<file path="src/logic/cachePkg.sv">
`default_nettype none

package cachePkg;

  // address split into tag, index and byte offset
  localparam int addrWidth    = 32;
  localparam int dataWidth    = 64;
  localparam int offsetBits   = 5;
  localparam int indexBits    = 6;
  localparam int tagBits      = addrWidth - indexBits - offsetBits;
  localparam int numSets      = 1 << indexBits;
  localparam int beatsPerLine = 4;
  localparam int beatBits     = 2;
  localparam int fifoDepth    = 4;

  // one word slot per way, set and beat
  localparam int storeWords   = 2 * numSets * beatsPerLine;

  typedef logic [addrWidth-1:0] addrT;
  typedef logic [dataWidth-1:0] wordT;
  typedef logic [tagBits-1:0]   tagT;
  typedef logic [indexBits-1:0] indexT;

  typedef struct packed {
    addrT addr;
  } reqT;

  typedef struct packed {
    wordT data;
  } beatT;

  function automatic tagT addrTag(input addrT a);
    return a[addrWidth-1 -: tagBits];
  endfunction

  function automatic indexT addrIndex(input addrT a);
    return a[offsetBits +: indexBits];
  endfunction

  // 64-bit word within the line
  function automatic logic [beatBits-1:0] addrWordSel(input addrT a);
    return a[offsetBits-1 -: beatBits];
  endfunction

endpackage

`default_nettype wire

</file>
<file path="src/logic/creditFifo.sv">
`timescale 1ns/1ps
`default_nettype none

module creditFifo #(
  parameter type payloadT = logic,
  parameter int  depth    = cachePkg::fifoDepth
) (
  input  wire logic clk,
  input  wire logic rst_n,
  input  wire logic pushValid_i,
  input  payloadT   pushData_i,
  input  wire logic popReady_i,
  output logic      popValid_o,
  output payloadT   popData_o,
  output logic      credit_o
);

  localparam int ptrW   = (depth > 1) ? $clog2(depth) : 1;
  localparam int countW = $clog2(depth + 1);

  payloadT           mem [depth];
  logic [ptrW-1:0]   wrPtr;
  logic [ptrW-1:0]   rdPtr;
  logic [countW-1:0] count;
  logic              push;
  logic              pop;

  assign push = pushValid_i;
  assign pop  = popValid_o && popReady_i;

  assign popValid_o = (count != '0);
  assign popData_o  = mem[rdPtr];

  // freed slot goes straight back to the producer
  assign credit_o = pop;

  always_ff @(posedge clk or negedge rst_n) begin
    if (!rst_n) begin
      wrPtr <= '0;
      rdPtr <= '0;
      count <= '0;
    end else begin
      if (push) begin
        wrPtr <= (wrPtr == ptrW'(depth - 1)) ? '0 : wrPtr + 1'b1;
      end
      if (pop) begin
        rdPtr <= (rdPtr == ptrW'(depth - 1)) ? '0 : rdPtr + 1'b1;
      end
      case ({push, pop})
        2'b10:   count <= count + 1'b1;
        2'b01:   count <= count - 1'b1;
        default: count <= count;
      endcase
    end
  end

  always_ff @(posedge clk) begin
    if (push) begin
      mem[wrPtr] <= pushData_i;
    end
  end

  // producer must hold a credit for every push
  noOverflow: assert property (
    @(posedge clk) disable iff (!rst_n)
    pushValid_i |-> (count < countW'(depth))
  ) else $error("creditFifo: push while full, producer sent without a credit");

  // consumer only pops what it sees
  noUnderflow: assert property (
    @(posedge clk) disable iff (!rst_n)
    popReady_i |-> popValid_o
  ) else $error("creditFifo: pop requested while empty");

endmodule

`default_nettype wire

</file>
<file path="config.mk">
export PLATFORM = sky130hd
export DESIGN_NAME = creditFifo
export DESIGN_NICKNAME = d
export VERILOG_FILES = /design/src/logic/cachePkg.sv /design/src/logic/creditFifo.sv
export SDC_FILE = /design/constraint.sdc
export NUM_CORES = 1
export LEC_CHECK = 0
export BUFFER_PORTS_ARGS = -buffer_cell sky130_fd_sc_hd__buf_2
export CORE_UTILIZATION = 40
export DETAILED_ROUTE_END_ITERATION = 12
export PLACE_DENSITY = 0.65
export SYNTH_ARGS = -nofsm -noshare
export SYNTH_HDL_FRONTEND = slang
export SYNTH_SLANG_ARGS = --single-unit
</file>
<file path="constraint.sdc">
create_clock -name clk -period 3 [get_ports clk]
set_input_delay 0 -clock clk [delete_from_list [all_inputs] [get_ports clk]]
set_output_delay 0 -clock clk [all_outputs]
set_load 0.01 [all_outputs]
</file>
==> impl_metrics.yaml <==
yosys:
  synthTopCellsByCount: "dfrtp_1 (7), inv_1 (7), ha_1 (6)"
  yosysTopAreaCellShare_pct: 30.2
  syn-num-nets: 56
  synth_seq_area_share_pct: 50.9
  synth.cell_area_um2: 581
  async_flop_share_pct: 63.6
  synthTopCellsByArea: "dfrtp_1 (30%), edfxtp_1 (21%), ha_1 (13%)"
  synthFlopType: "dfrtp_1"
  syn_area_per_cell_um2: 13.2
  synth_cell_types: 17
  synth_seq_cells: 11
  synth_edf_count: 4
  ys_warn_count: 0
  syn-instance-count: 44
  synth_top_cell_by_area: "dfrtp_1"
critical_path:
  end_kind: "register"
  timing.rr.start: "count[0]"
  critPathRequiredTime_ps: 3150
  reg2reg_slack_ps: 1120
  cp.arrival_ps: 2030
  worst_setup_path_start_kind: "register"
  ff2ff_path_depth: 9
  crit_type: "reg2reg"
  crit_path_max_fanout: 3
  slowest_delay_ps: 410
  r2r-end: "count[2]"
  cp_slowest_cell: "dfrtp_1"
  crit_chain: "or3_4, nand2_4, inv_1, ha_1, inv_1, fa_1, xor2_1, nor2_1, xor2_1"
run_status:
  outcome: "complete, no violations"
route:
  routed_via_density: 4.63
  dr_total_vias: 333
  ant_nets: 0
  wl_um: 776
  drt_first_pass_iters: 4
  drc: 0
  wl_per_cell_um: 10.8
  first_iter_violations: 14
clocking:
  clkSinkCount: 11
  cts_resized: 0
  clkTransAtPathRegs_ps: 70
  insertion_delay_ps: 260
  cts_buffers: 3
  cts_tree: "done"
  htree_levels: 1
  clk_path_buf_depth: 2
  root_buffer: "clkbuf_4"
finish:
  fillers: 116
  layout-drive-gt1-share_pct: 26.3
  area_growth_pct: 17.2
  stdcell_count: 72
  antenna_cells: 0
  num-nets-final: 70
floorplanning:
  core_um2: 1320
  die_h_um: 40.1
  initial_core_util_pct: 44.1
  fp-row-count: 13
  dieArea_um2: 1610
  ioPinCount: 8
  die_w_um: 40.1
hold_path:
  min_from: "pushValid_i"
  min_path_type: "in2reg"
  worst_hold_path.endpoint: "wrPtr[1]"
  holdPathStages: 2
placement:
  io_buffers: 7
  dpl.cell_count: 66
  dp_hpwl_um: 618
  gp_congestion: 0.601
power:
  finalPower_uw: 593
  peakVddDrop_uv: 348
  p_per_area_nw_per_um2: 872
  p_leak_uw: 0.000328
timing:
  hold_viol_final: 0
  min_period_ps: 1880
  maxSlewHeadroom_pct: 89.1
  slew_violations: 0
  skew_ps: 2.82
  tightest_slew_ps: 162
  setup_tns_ps: 0
  fin_crit_sh_pct: 62.7
  rsz0062_at_grt: "false"
  finalSetupViolations: 0
  fmax_mhz: 532
  hold_slack_ps: 11.6
global_routing:
  grt_pass1_wl_um: 1260
  grt_util_all_layers_pct: 13.1
  grt_pass1_vias: 305
  grt-ovfl-total: 0
  antenna_found_initial: 0
  grt_max_degree: 9
run:
  maxCapViolations: 0
power by group:
group          internal (uW)  switching, uW  leakage, uW
combinational            133            105     0.000193
sequential               215           42.7     0.000120
clock                   51.4           46.4    0.0000150
total                    399            194     0.000328
cell type report:
cell class / count / area, um2 / area share (%)
Sequential cell: 11 / 295 / 43.4
Multi-Input combinational cell: 26 / 259 / 38.1
Timing Repair Buffer: 9 / 55.1 / 8.09
Clock buffer: 4 / 26.3 / 3.86
Inverter: 7 / 26.3 / 3.86
Tap cell: 15 / 18.8 / 2.76
how the worst max path moves through the flow:
stage | from | to | slack [ps] | cells past startpoint
2_1_floorplan | count[0] | count[2] | 1150 | 9
3_3_place_gp | count[0] | count[1] | 1140 | 7
3_5_place_dp | count[0] | count[2] | 1130 | 9
4_1_cts | count[0] | count[2] | 1100 | 9
5_1_grt | count[0] | count[2] | 1020 | 9
6_report | count[0] | count[2] | 1120 | 9
kinds of logic after synthesis:
| kind of cell | Yosys count | share of synthesized area, % |
|---|---|---|
| AOI/OAI and AO/OA | 2 | 1.72 |
| xor gates and xnor gates | 3 | 4.53 |
| adders and majority gates | 7 | 16.4 |
| buffers and inverters | 7 | 4.53 |
| DFF | 11 | 50.9 |
| muxes | 4 | 10.8 |
| and+or+nand+nor | 10 | 11.2 |
critical path: cells and delay by family (launching register included):
kind / cells / cell delay, ps
buf+inv: 2 / 130
simple gates: 3 / 570
xor+xnor: 2 / 270
fa+ha+maj: 2 / 390
flops: 1 / 410
state kept, by name, summed over array words and instances, names as in the netlist:
| register | cells |
|---|---|
| mem | 4 |
| count | 3 |
| rdPtr | 2 |
| wrPtr | 2 |
cells in the final DEF (no fill, tap or decap), drive strengths merged, types with 2 or more instances in the layout:
cell         Yosys  routed
inv              7       7
dfrtp            7       7
buf              0       7
ha               6       6
and2             4       4
edfxtp           4       4
clkbuf           0       4
nor2             2       2
mux2             2       2
o21ai            2       2
xor2             2       2
dlygate4sd3      0       2
or3              2       2
nand2            2       2
metrics by stage:
step | setup WS (ps) | utilization [%] | instance area, um2
after CTS | 1100 | 51.7 | 681
after global routing | 1020 | 51.7 | 681
after global placement | 1140 | 48.1 | 634
final | 1120 | 51.7 | 681
after detailed placement | 1130 | 48.1 | 634
after floorplan | 1150 | - | 581
routing by layer:
metal / track usage, % / wire length [um] / vias up
met5: 0 / 0 / -
met4: 10.3 / 6 / 0
met3: 5.00 / 28 / 2
met2: 18.5 / 387 / 5
met1: 15.7 / 353 / 155
li1: - / - / 171
timing repair:
action / 4_1_cts / 5_1_grt
endpoints found under the hold margin: 11 / 0
hold buffers: 2 / 0
buffers inserted: 0 / 0
(Power assumes the default switching activity.)
