**config.mk**
```make
export PLATFORM = sky130hd
export DESIGN_NAME = tagStore
export DESIGN_NICKNAME = d
export VERILOG_FILES = /design/src/logic/cachePkg.sv /design/src/logic/tagStore.sv
export SDC_FILE = /design/constraint.sdc
export NUM_CORES = 2
export LEC_CHECK = 0
export ABC_AREA = 1
export BUFFER_PORTS_ARGS = -buffer_cell sky130_fd_sc_hd__buf_2
export CAP_MARGIN = 20
export CORE_ASPECT_RATIO = 0.5
export CORE_UTILIZATION = 29
export DETAILED_ROUTE_END_ITERATION = 7
export PLACE_DENSITY = 0.43
export SETUP_SLACK_MARGIN = 0.2
export SLEW_MARGIN = 20
export SYNTH_ARGS = -nofsm -noshare
export SYNTH_HDL_FRONTEND = slang
export SYNTH_SLANG_ARGS = --single-unit
```
**constraint.sdc**
```tcl
create_clock -name clk -period 2.25 [get_ports clk]
set_input_delay 0.1125 -clock clk [delete_from_list [all_inputs] [get_ports clk]]
set_output_delay 0.1125 -clock clk [all_outputs]
set_load 0.05 [all_outputs]
```
**src/logic/cachePkg.sv**
```systemverilog
`default_nettype none

package cachePkg;

  // address split into tag, index and byte offset
  localparam int addrWidth    = 32;
  localparam int dataWidth    = 64;
  localparam int offsetBits   = 5;
  localparam int indexBits    = 6;
  localparam int tagBits      = addrWidth - indexBits - offsetBits;
  localparam int numSets      = 1 << indexBits;
  localparam int beatsPerLine = 4;
  localparam int beatBits     = 2;
  localparam int fifoDepth    = 4;

  // one word slot per way, set and beat
  localparam int storeWords   = 2 * numSets * beatsPerLine;

  typedef logic [addrWidth-1:0] addrT;
  typedef logic [dataWidth-1:0] wordT;
  typedef logic [tagBits-1:0]   tagT;
  typedef logic [indexBits-1:0] indexT;

  typedef struct packed {
    addrT addr;
  } reqT;

  typedef struct packed {
    wordT data;
  } beatT;

  function automatic tagT addrTag(input addrT a);
    return a[addrWidth-1 -: tagBits];
  endfunction

  function automatic indexT addrIndex(input addrT a);
    return a[offsetBits +: indexBits];
  endfunction

  // 64-bit word within the line
  function automatic logic [beatBits-1:0] addrWordSel(input addrT a);
    return a[offsetBits-1 -: beatBits];
  endfunction

endpackage

`default_nettype wire

```
**src/logic/tagStore.sv**
```systemverilog
`timescale 1ns/1ps
`default_nettype none

module tagStore (
  input  wire logic            clk,
  input  wire logic            rst_n,
  input  wire logic            lookupEn_i,
  input  cachePkg::indexT      lookupIndex_i,
  input  cachePkg::tagT        lookupTag_i,
  output logic                 hit_o,
  output logic                 hitWay_o,
  output logic                 victimWay_o,
  input  wire logic            fillEn_i,
  input  cachePkg::indexT      fillIndex_i,
  input  cachePkg::tagT        fillTag_i,
  input  wire logic            fillWay_i
);

  cachePkg::tagT                  tag0 [cachePkg::numSets];
  cachePkg::tagT                  tag1 [cachePkg::numSets];
  logic [cachePkg::numSets-1:0]   valid0;
  logic [cachePkg::numSets-1:0]   valid1;
  // set bit means way 1 is the next victim
  logic [cachePkg::numSets-1:0]   lru;

  logic hit0Now;
  logic hit1Now;
  logic hit0Q;
  logic hit1Q;
  logic victimQ;

  assign hit0Now = valid0[lookupIndex_i] && (tag0[lookupIndex_i] == lookupTag_i);
  assign hit1Now = valid1[lookupIndex_i] && (tag1[lookupIndex_i] == lookupTag_i);

  always_ff @(posedge clk or negedge rst_n) begin
    if (!rst_n) begin
      valid0 <= '0;
      valid1 <= '0;
      lru    <= '0;
    end else if (fillEn_i) begin
      if (fillWay_i) begin
        valid1[fillIndex_i] <= 1'b1;
      end else begin
        valid0[fillIndex_i] <= 1'b1;
      end
      lru[fillIndex_i] <= !fillWay_i;
    end else if (lookupEn_i && (hit0Now || hit1Now)) begin
      // way just used becomes most recent
      lru[lookupIndex_i] <= hit0Now;
    end
  end

  always_ff @(posedge clk) begin
    if (fillEn_i) begin
      if (fillWay_i) begin
        tag1[fillIndex_i] <= fillTag_i;
      end else begin
        tag0[fillIndex_i] <= fillTag_i;
      end
    end
  end

  // registered lookup result
  always_ff @(posedge clk or negedge rst_n) begin
    if (!rst_n) begin
      hit0Q   <= 1'b0;
      hit1Q   <= 1'b0;
      victimQ <= 1'b0;
    end else if (lookupEn_i) begin
      hit0Q   <= hit0Now;
      hit1Q   <= hit1Now;
      victimQ <= lru[lookupIndex_i];
    end else begin
      hit0Q <= 1'b0;
      hit1Q <= 1'b0;
    end
  end

  assign hit_o       = hit0Q || hit1Q;
  assign hitWay_o    = hit1Q;
  assign victimWay_o = victimQ;

  // a line may live in one way only
  singleWayHit: assert property (
    @(posedge clk) disable iff (!rst_n)
    !(hit0Q && hit1Q)
  ) else $error("tagStore: same tag valid in both ways");

endmodule

`default_nettype wire

```
==> impl_metrics.csv <==
group,metric,value,unit
status,status,"finished with violations",
status,failed_checks,"setup timing",
die,fp-row-count,169,
critical_path,slowest_stage,"edfxtp_1",
route,wl_per_cell,24.8,um
synthesis,synthesis.nets,12200,
synthesis,synth-async-reset-ratio,6.76,%
timing,period_needed,3.07,ns
route,wl_met3,27400,um
critical_path,path_cells,"or2_2 > nand2_1 > nand2_1 > o21ai_1 > nand2_1 > nor2_2 > buf_6 > nand3_2 > nand2_1 > nor2_1 > nand2_1 > nor2_1 > nand2_1 > nor2_2 > buf_6 > nor2_4 > nand2_8 > buf_6 > buf_12 > buf_16 > nand3_1 > nand2_1",
synthesis,yosys-top-cells-count,"nand2_1 (4670), edfxtp_1 (2688), inv_1 (1343), nor2_1 (753), nand3_1 (722)",
global_route,grt_max_degree,73,
route,vias_per_cell,4.68,
clock_network,cts.sinks,2883,
synthesis,yosysMostFrequentCell,"nand2_1",
route,postRouteAntennaNets,0,
cells_and_area,n_fill_cell,42300,
critical_path,cp_max_fo,5,
synthesis,ys.flop_type,"edfxtp_1",
power_and_ir_drop,leakage,64.6,nW
timing,fin_tns_setup,-46.91,ns
synthesis,synth.area.top_cells,"edfxtp_1 (65%), nand2_1 (14%), inv_1 (4.1%)",
route,wl_met2,205000,um
placement,port-buffer-count,61,
critical_path,critical_path.max_stage_delay,0.36,ns
clock_network,clock_path_buffers,4,
critical_path,critPathCaptureType,"register",
route,vias,89500,
critical_path,critPathLaunchType,"register",
global_route,antenna_found_initial,33,
die,die_w,928,um
power_and_ir_drop,pwr_density_cell,766,nW/um^2
timing,timing.final.ws_setup,-0.823,ns
cells_and_area,finalNetCount,13200,
synthesis,synth-edff-count,2688,
die,die_h,465,um
die,design.core.area,425000,sq um
cells_and_area,multiInputGateArea,33500,sq um
global_route,grt_pass1_vias,84900,
timing,finalCritPeriodShare,137,%
critical_path,path_class,"register to register",
cells_and_area,drive_above_1_share,18.5,%
synthesis,syn_inst,12100,
global_route,grt_overflow,0,
timing,fmax,0.325,GHz
cells_and_area,regArea,85600,sq um
route,wl_met1,230000,um
synthesis,synth_top_area_share,64.9,%
job,cap_violations,0,
timing,slew_violations,0,
timing,finClkSkew,0.0593,ns
placement,preCtsSetupSlack,-1.88,ns
critical_path,cp.arrival,3.86,ns
hold_path,hp-class,"input port to register",
synthesis,ys_ff_latch,2883,
die,die_area,431000,sq um
synthesis,synth_top_cell_by_area,"edfxtp_1",
clock_network,cts.clk_slew.worst_paths,0.06,ns
critical_path,required,3.04,ns
route,drc_errors,0,
power_and_ir_drop,power,119,mW
placement,dpl.hpwl,311000,um
synthesis,syn-cell-area,124000,sq um
synthesis,synth_cell_types,34,
synthesis,ys_seq_area_share,68.9,%
placement,place_congestion,0.913,
die,io_pins,62,
global_route,grt_util_all_layers,21.4,%
timing,finalHoldViolations,0,
synthesis,yosys_warnings,0,
clock_network,clock_latency,0.94,ns
critical_path,path_common_cell,"nand2_1",
synthesis,synth_area_per_cell,10.2,sq um
route,drt_iter0_markers,9381,
clock_network,cts_buffers,304,
route,drt-total-wl,474000,um
clock_network,root_buffer,"clkbuf_16",
timing,rsz0062_at_grt,"yes",
power_and_ir_drop,vdd_ir_drop_max,0.000606,V
route,drt_first_pass_iters,5,
timing,finalSetupViolCount,66,
timing,worst_pin_slew,0.795,ns
route,highest_layer,"met5",
cells_and_area,syn2layout_area_growth,25.3,%
die,start_util,29.2,%
clock_network,cts_tree,"done",
timing,maxSlewHeadroom,47.0,%
clock_network,h-tree-depth,5,
global_route,grt_pass1_wl,662000,um
per-stage QoR:
step                instances  hold slack (ns)  area (sq um)  utilization (%)
floorplan               12100           -0.183        126000                -
global placement        18500            0.123        143000             33.7
detailed placement      18500            0.126        143000             33.7
CTS                     19100           0.0522        155000             36.3
global route            19100            0.106        156000             36.6
finish                  19100            0.119        156000             36.6
cells by family after synthesis:
group,Yosys count,share of synthesized area [%]
AO/OA/AOI/OAI,774,3.50
buffers and inverters,1936,6.32
flip-flops,2883,68.9
AND/OR/NAND/NOR,6548,21.3
report_power, final:
part,switching (mW),internal [mW]
clock network,22.1,28.2
registers,0.124,58.9
logic,6.72,3.26
per-layer routing:
| layer | vias up | track usage (%) |
|---|---|---|
| met2 | 2663 | 32.5 |
| met5 | - | 0 |
| met4 | 6 | 4.89 |
| met1 | 44700 | 32.6 |
| li1 | 41600 | - |
| met3 | 545 | 2.58 |
critical path, delay by kind of cell, from the launching register on:
family,cells,cell delay (ns)
buffers and inverters,5,0.74
AOI/OAI and AO/OA,1,0.21
and+or+nand+nor,16,1.65
DFF,1,0.36
flip-flops by register name, indices dropped and copies added, names as in the netlist:
signal	count
hit0Q	1
hitWay_o	1
lru	64
tag0	1344
tag1	1344
valid0	64
valid1	64
victimWay_o	1
path summary, 6_finish.rpt:
check,startpoint,cells past startpoint,to,slack (ns)
worst max-delay path,tag1[15][11]$_DFFE_PP_,22,lru[8]$_DFFE_PN0P_,-0.82
worst min-delay path,fillTag_i[11],2,tag0[10][11]$_DFFE_PP_,0.12
worst max register to register,tag1[15][11]$_DFFE_PP_,22,lru[8]$_DFFE_PN0P_,-0.82
worst min register to register,valid0[56]$_DFFE_PN0P_,2,valid0[56]$_DFFE_PN0P_,0.45
max in group asynchronous,rst_n,4,lru[28]$_DFFE_PN0P_,1.36
min in group asynchronous,rst_n,4,valid1[58]$_DFFE_PN0P_,0.50
cell type report:
cell class / count / share of cell area [%]
Clock inverter: 158 / 0.942
Sequential cell: 2883 / 54.9
Tap cell: 5728 / 4.60
Antenna cell: 11 / 0.0177
Clock buffer: 379 / 5.16
Inverter: 1351 / 3.29
Timing Repair Buffer: 1289 / 9.58
Multi-Input combinational cell: 7323 / 21.5
placed cells by master, fill, tap and decap left out, types with 12 or more instances in the layout:
cell type and n:
buf_6 74, buf_12 366, clkbuf_16 318, bufinv_16 24, clkbuf_1 64, dfrtp_1 195
buf_4 749, nand2_4 36, o211ai_1 152, inv_6 13, buf_2 35, nor2_4 81
a21oi_1 72, dlygate4sd3_1 41, or2_0 12, nand2_2 132, or2_4 61, o22ai_1 26
nand2_1 4501, o21ai_0 276, or2_2 212, nand4_1 62, nand3_2 74, edfxtp_1 2688
clkinv_2 47, nand3_1 645, nor2_1 548, o21ai_2 34, inv_1 1336, o21ai_1 175
nor2_2 129, clkinv_1 63, or2_1 15, nor3_4 20
repair_timing:
action	4_1_cts	5_1_grt
pin swaps	71	115
hold buffers	43	0
setup endpoints to repair	67	277
gates resized for setup	291	291
cloned	9	11
buffers inserted	14	7
endpoints found under the hold margin	2880	0
(Power assumes the default switching activity.)
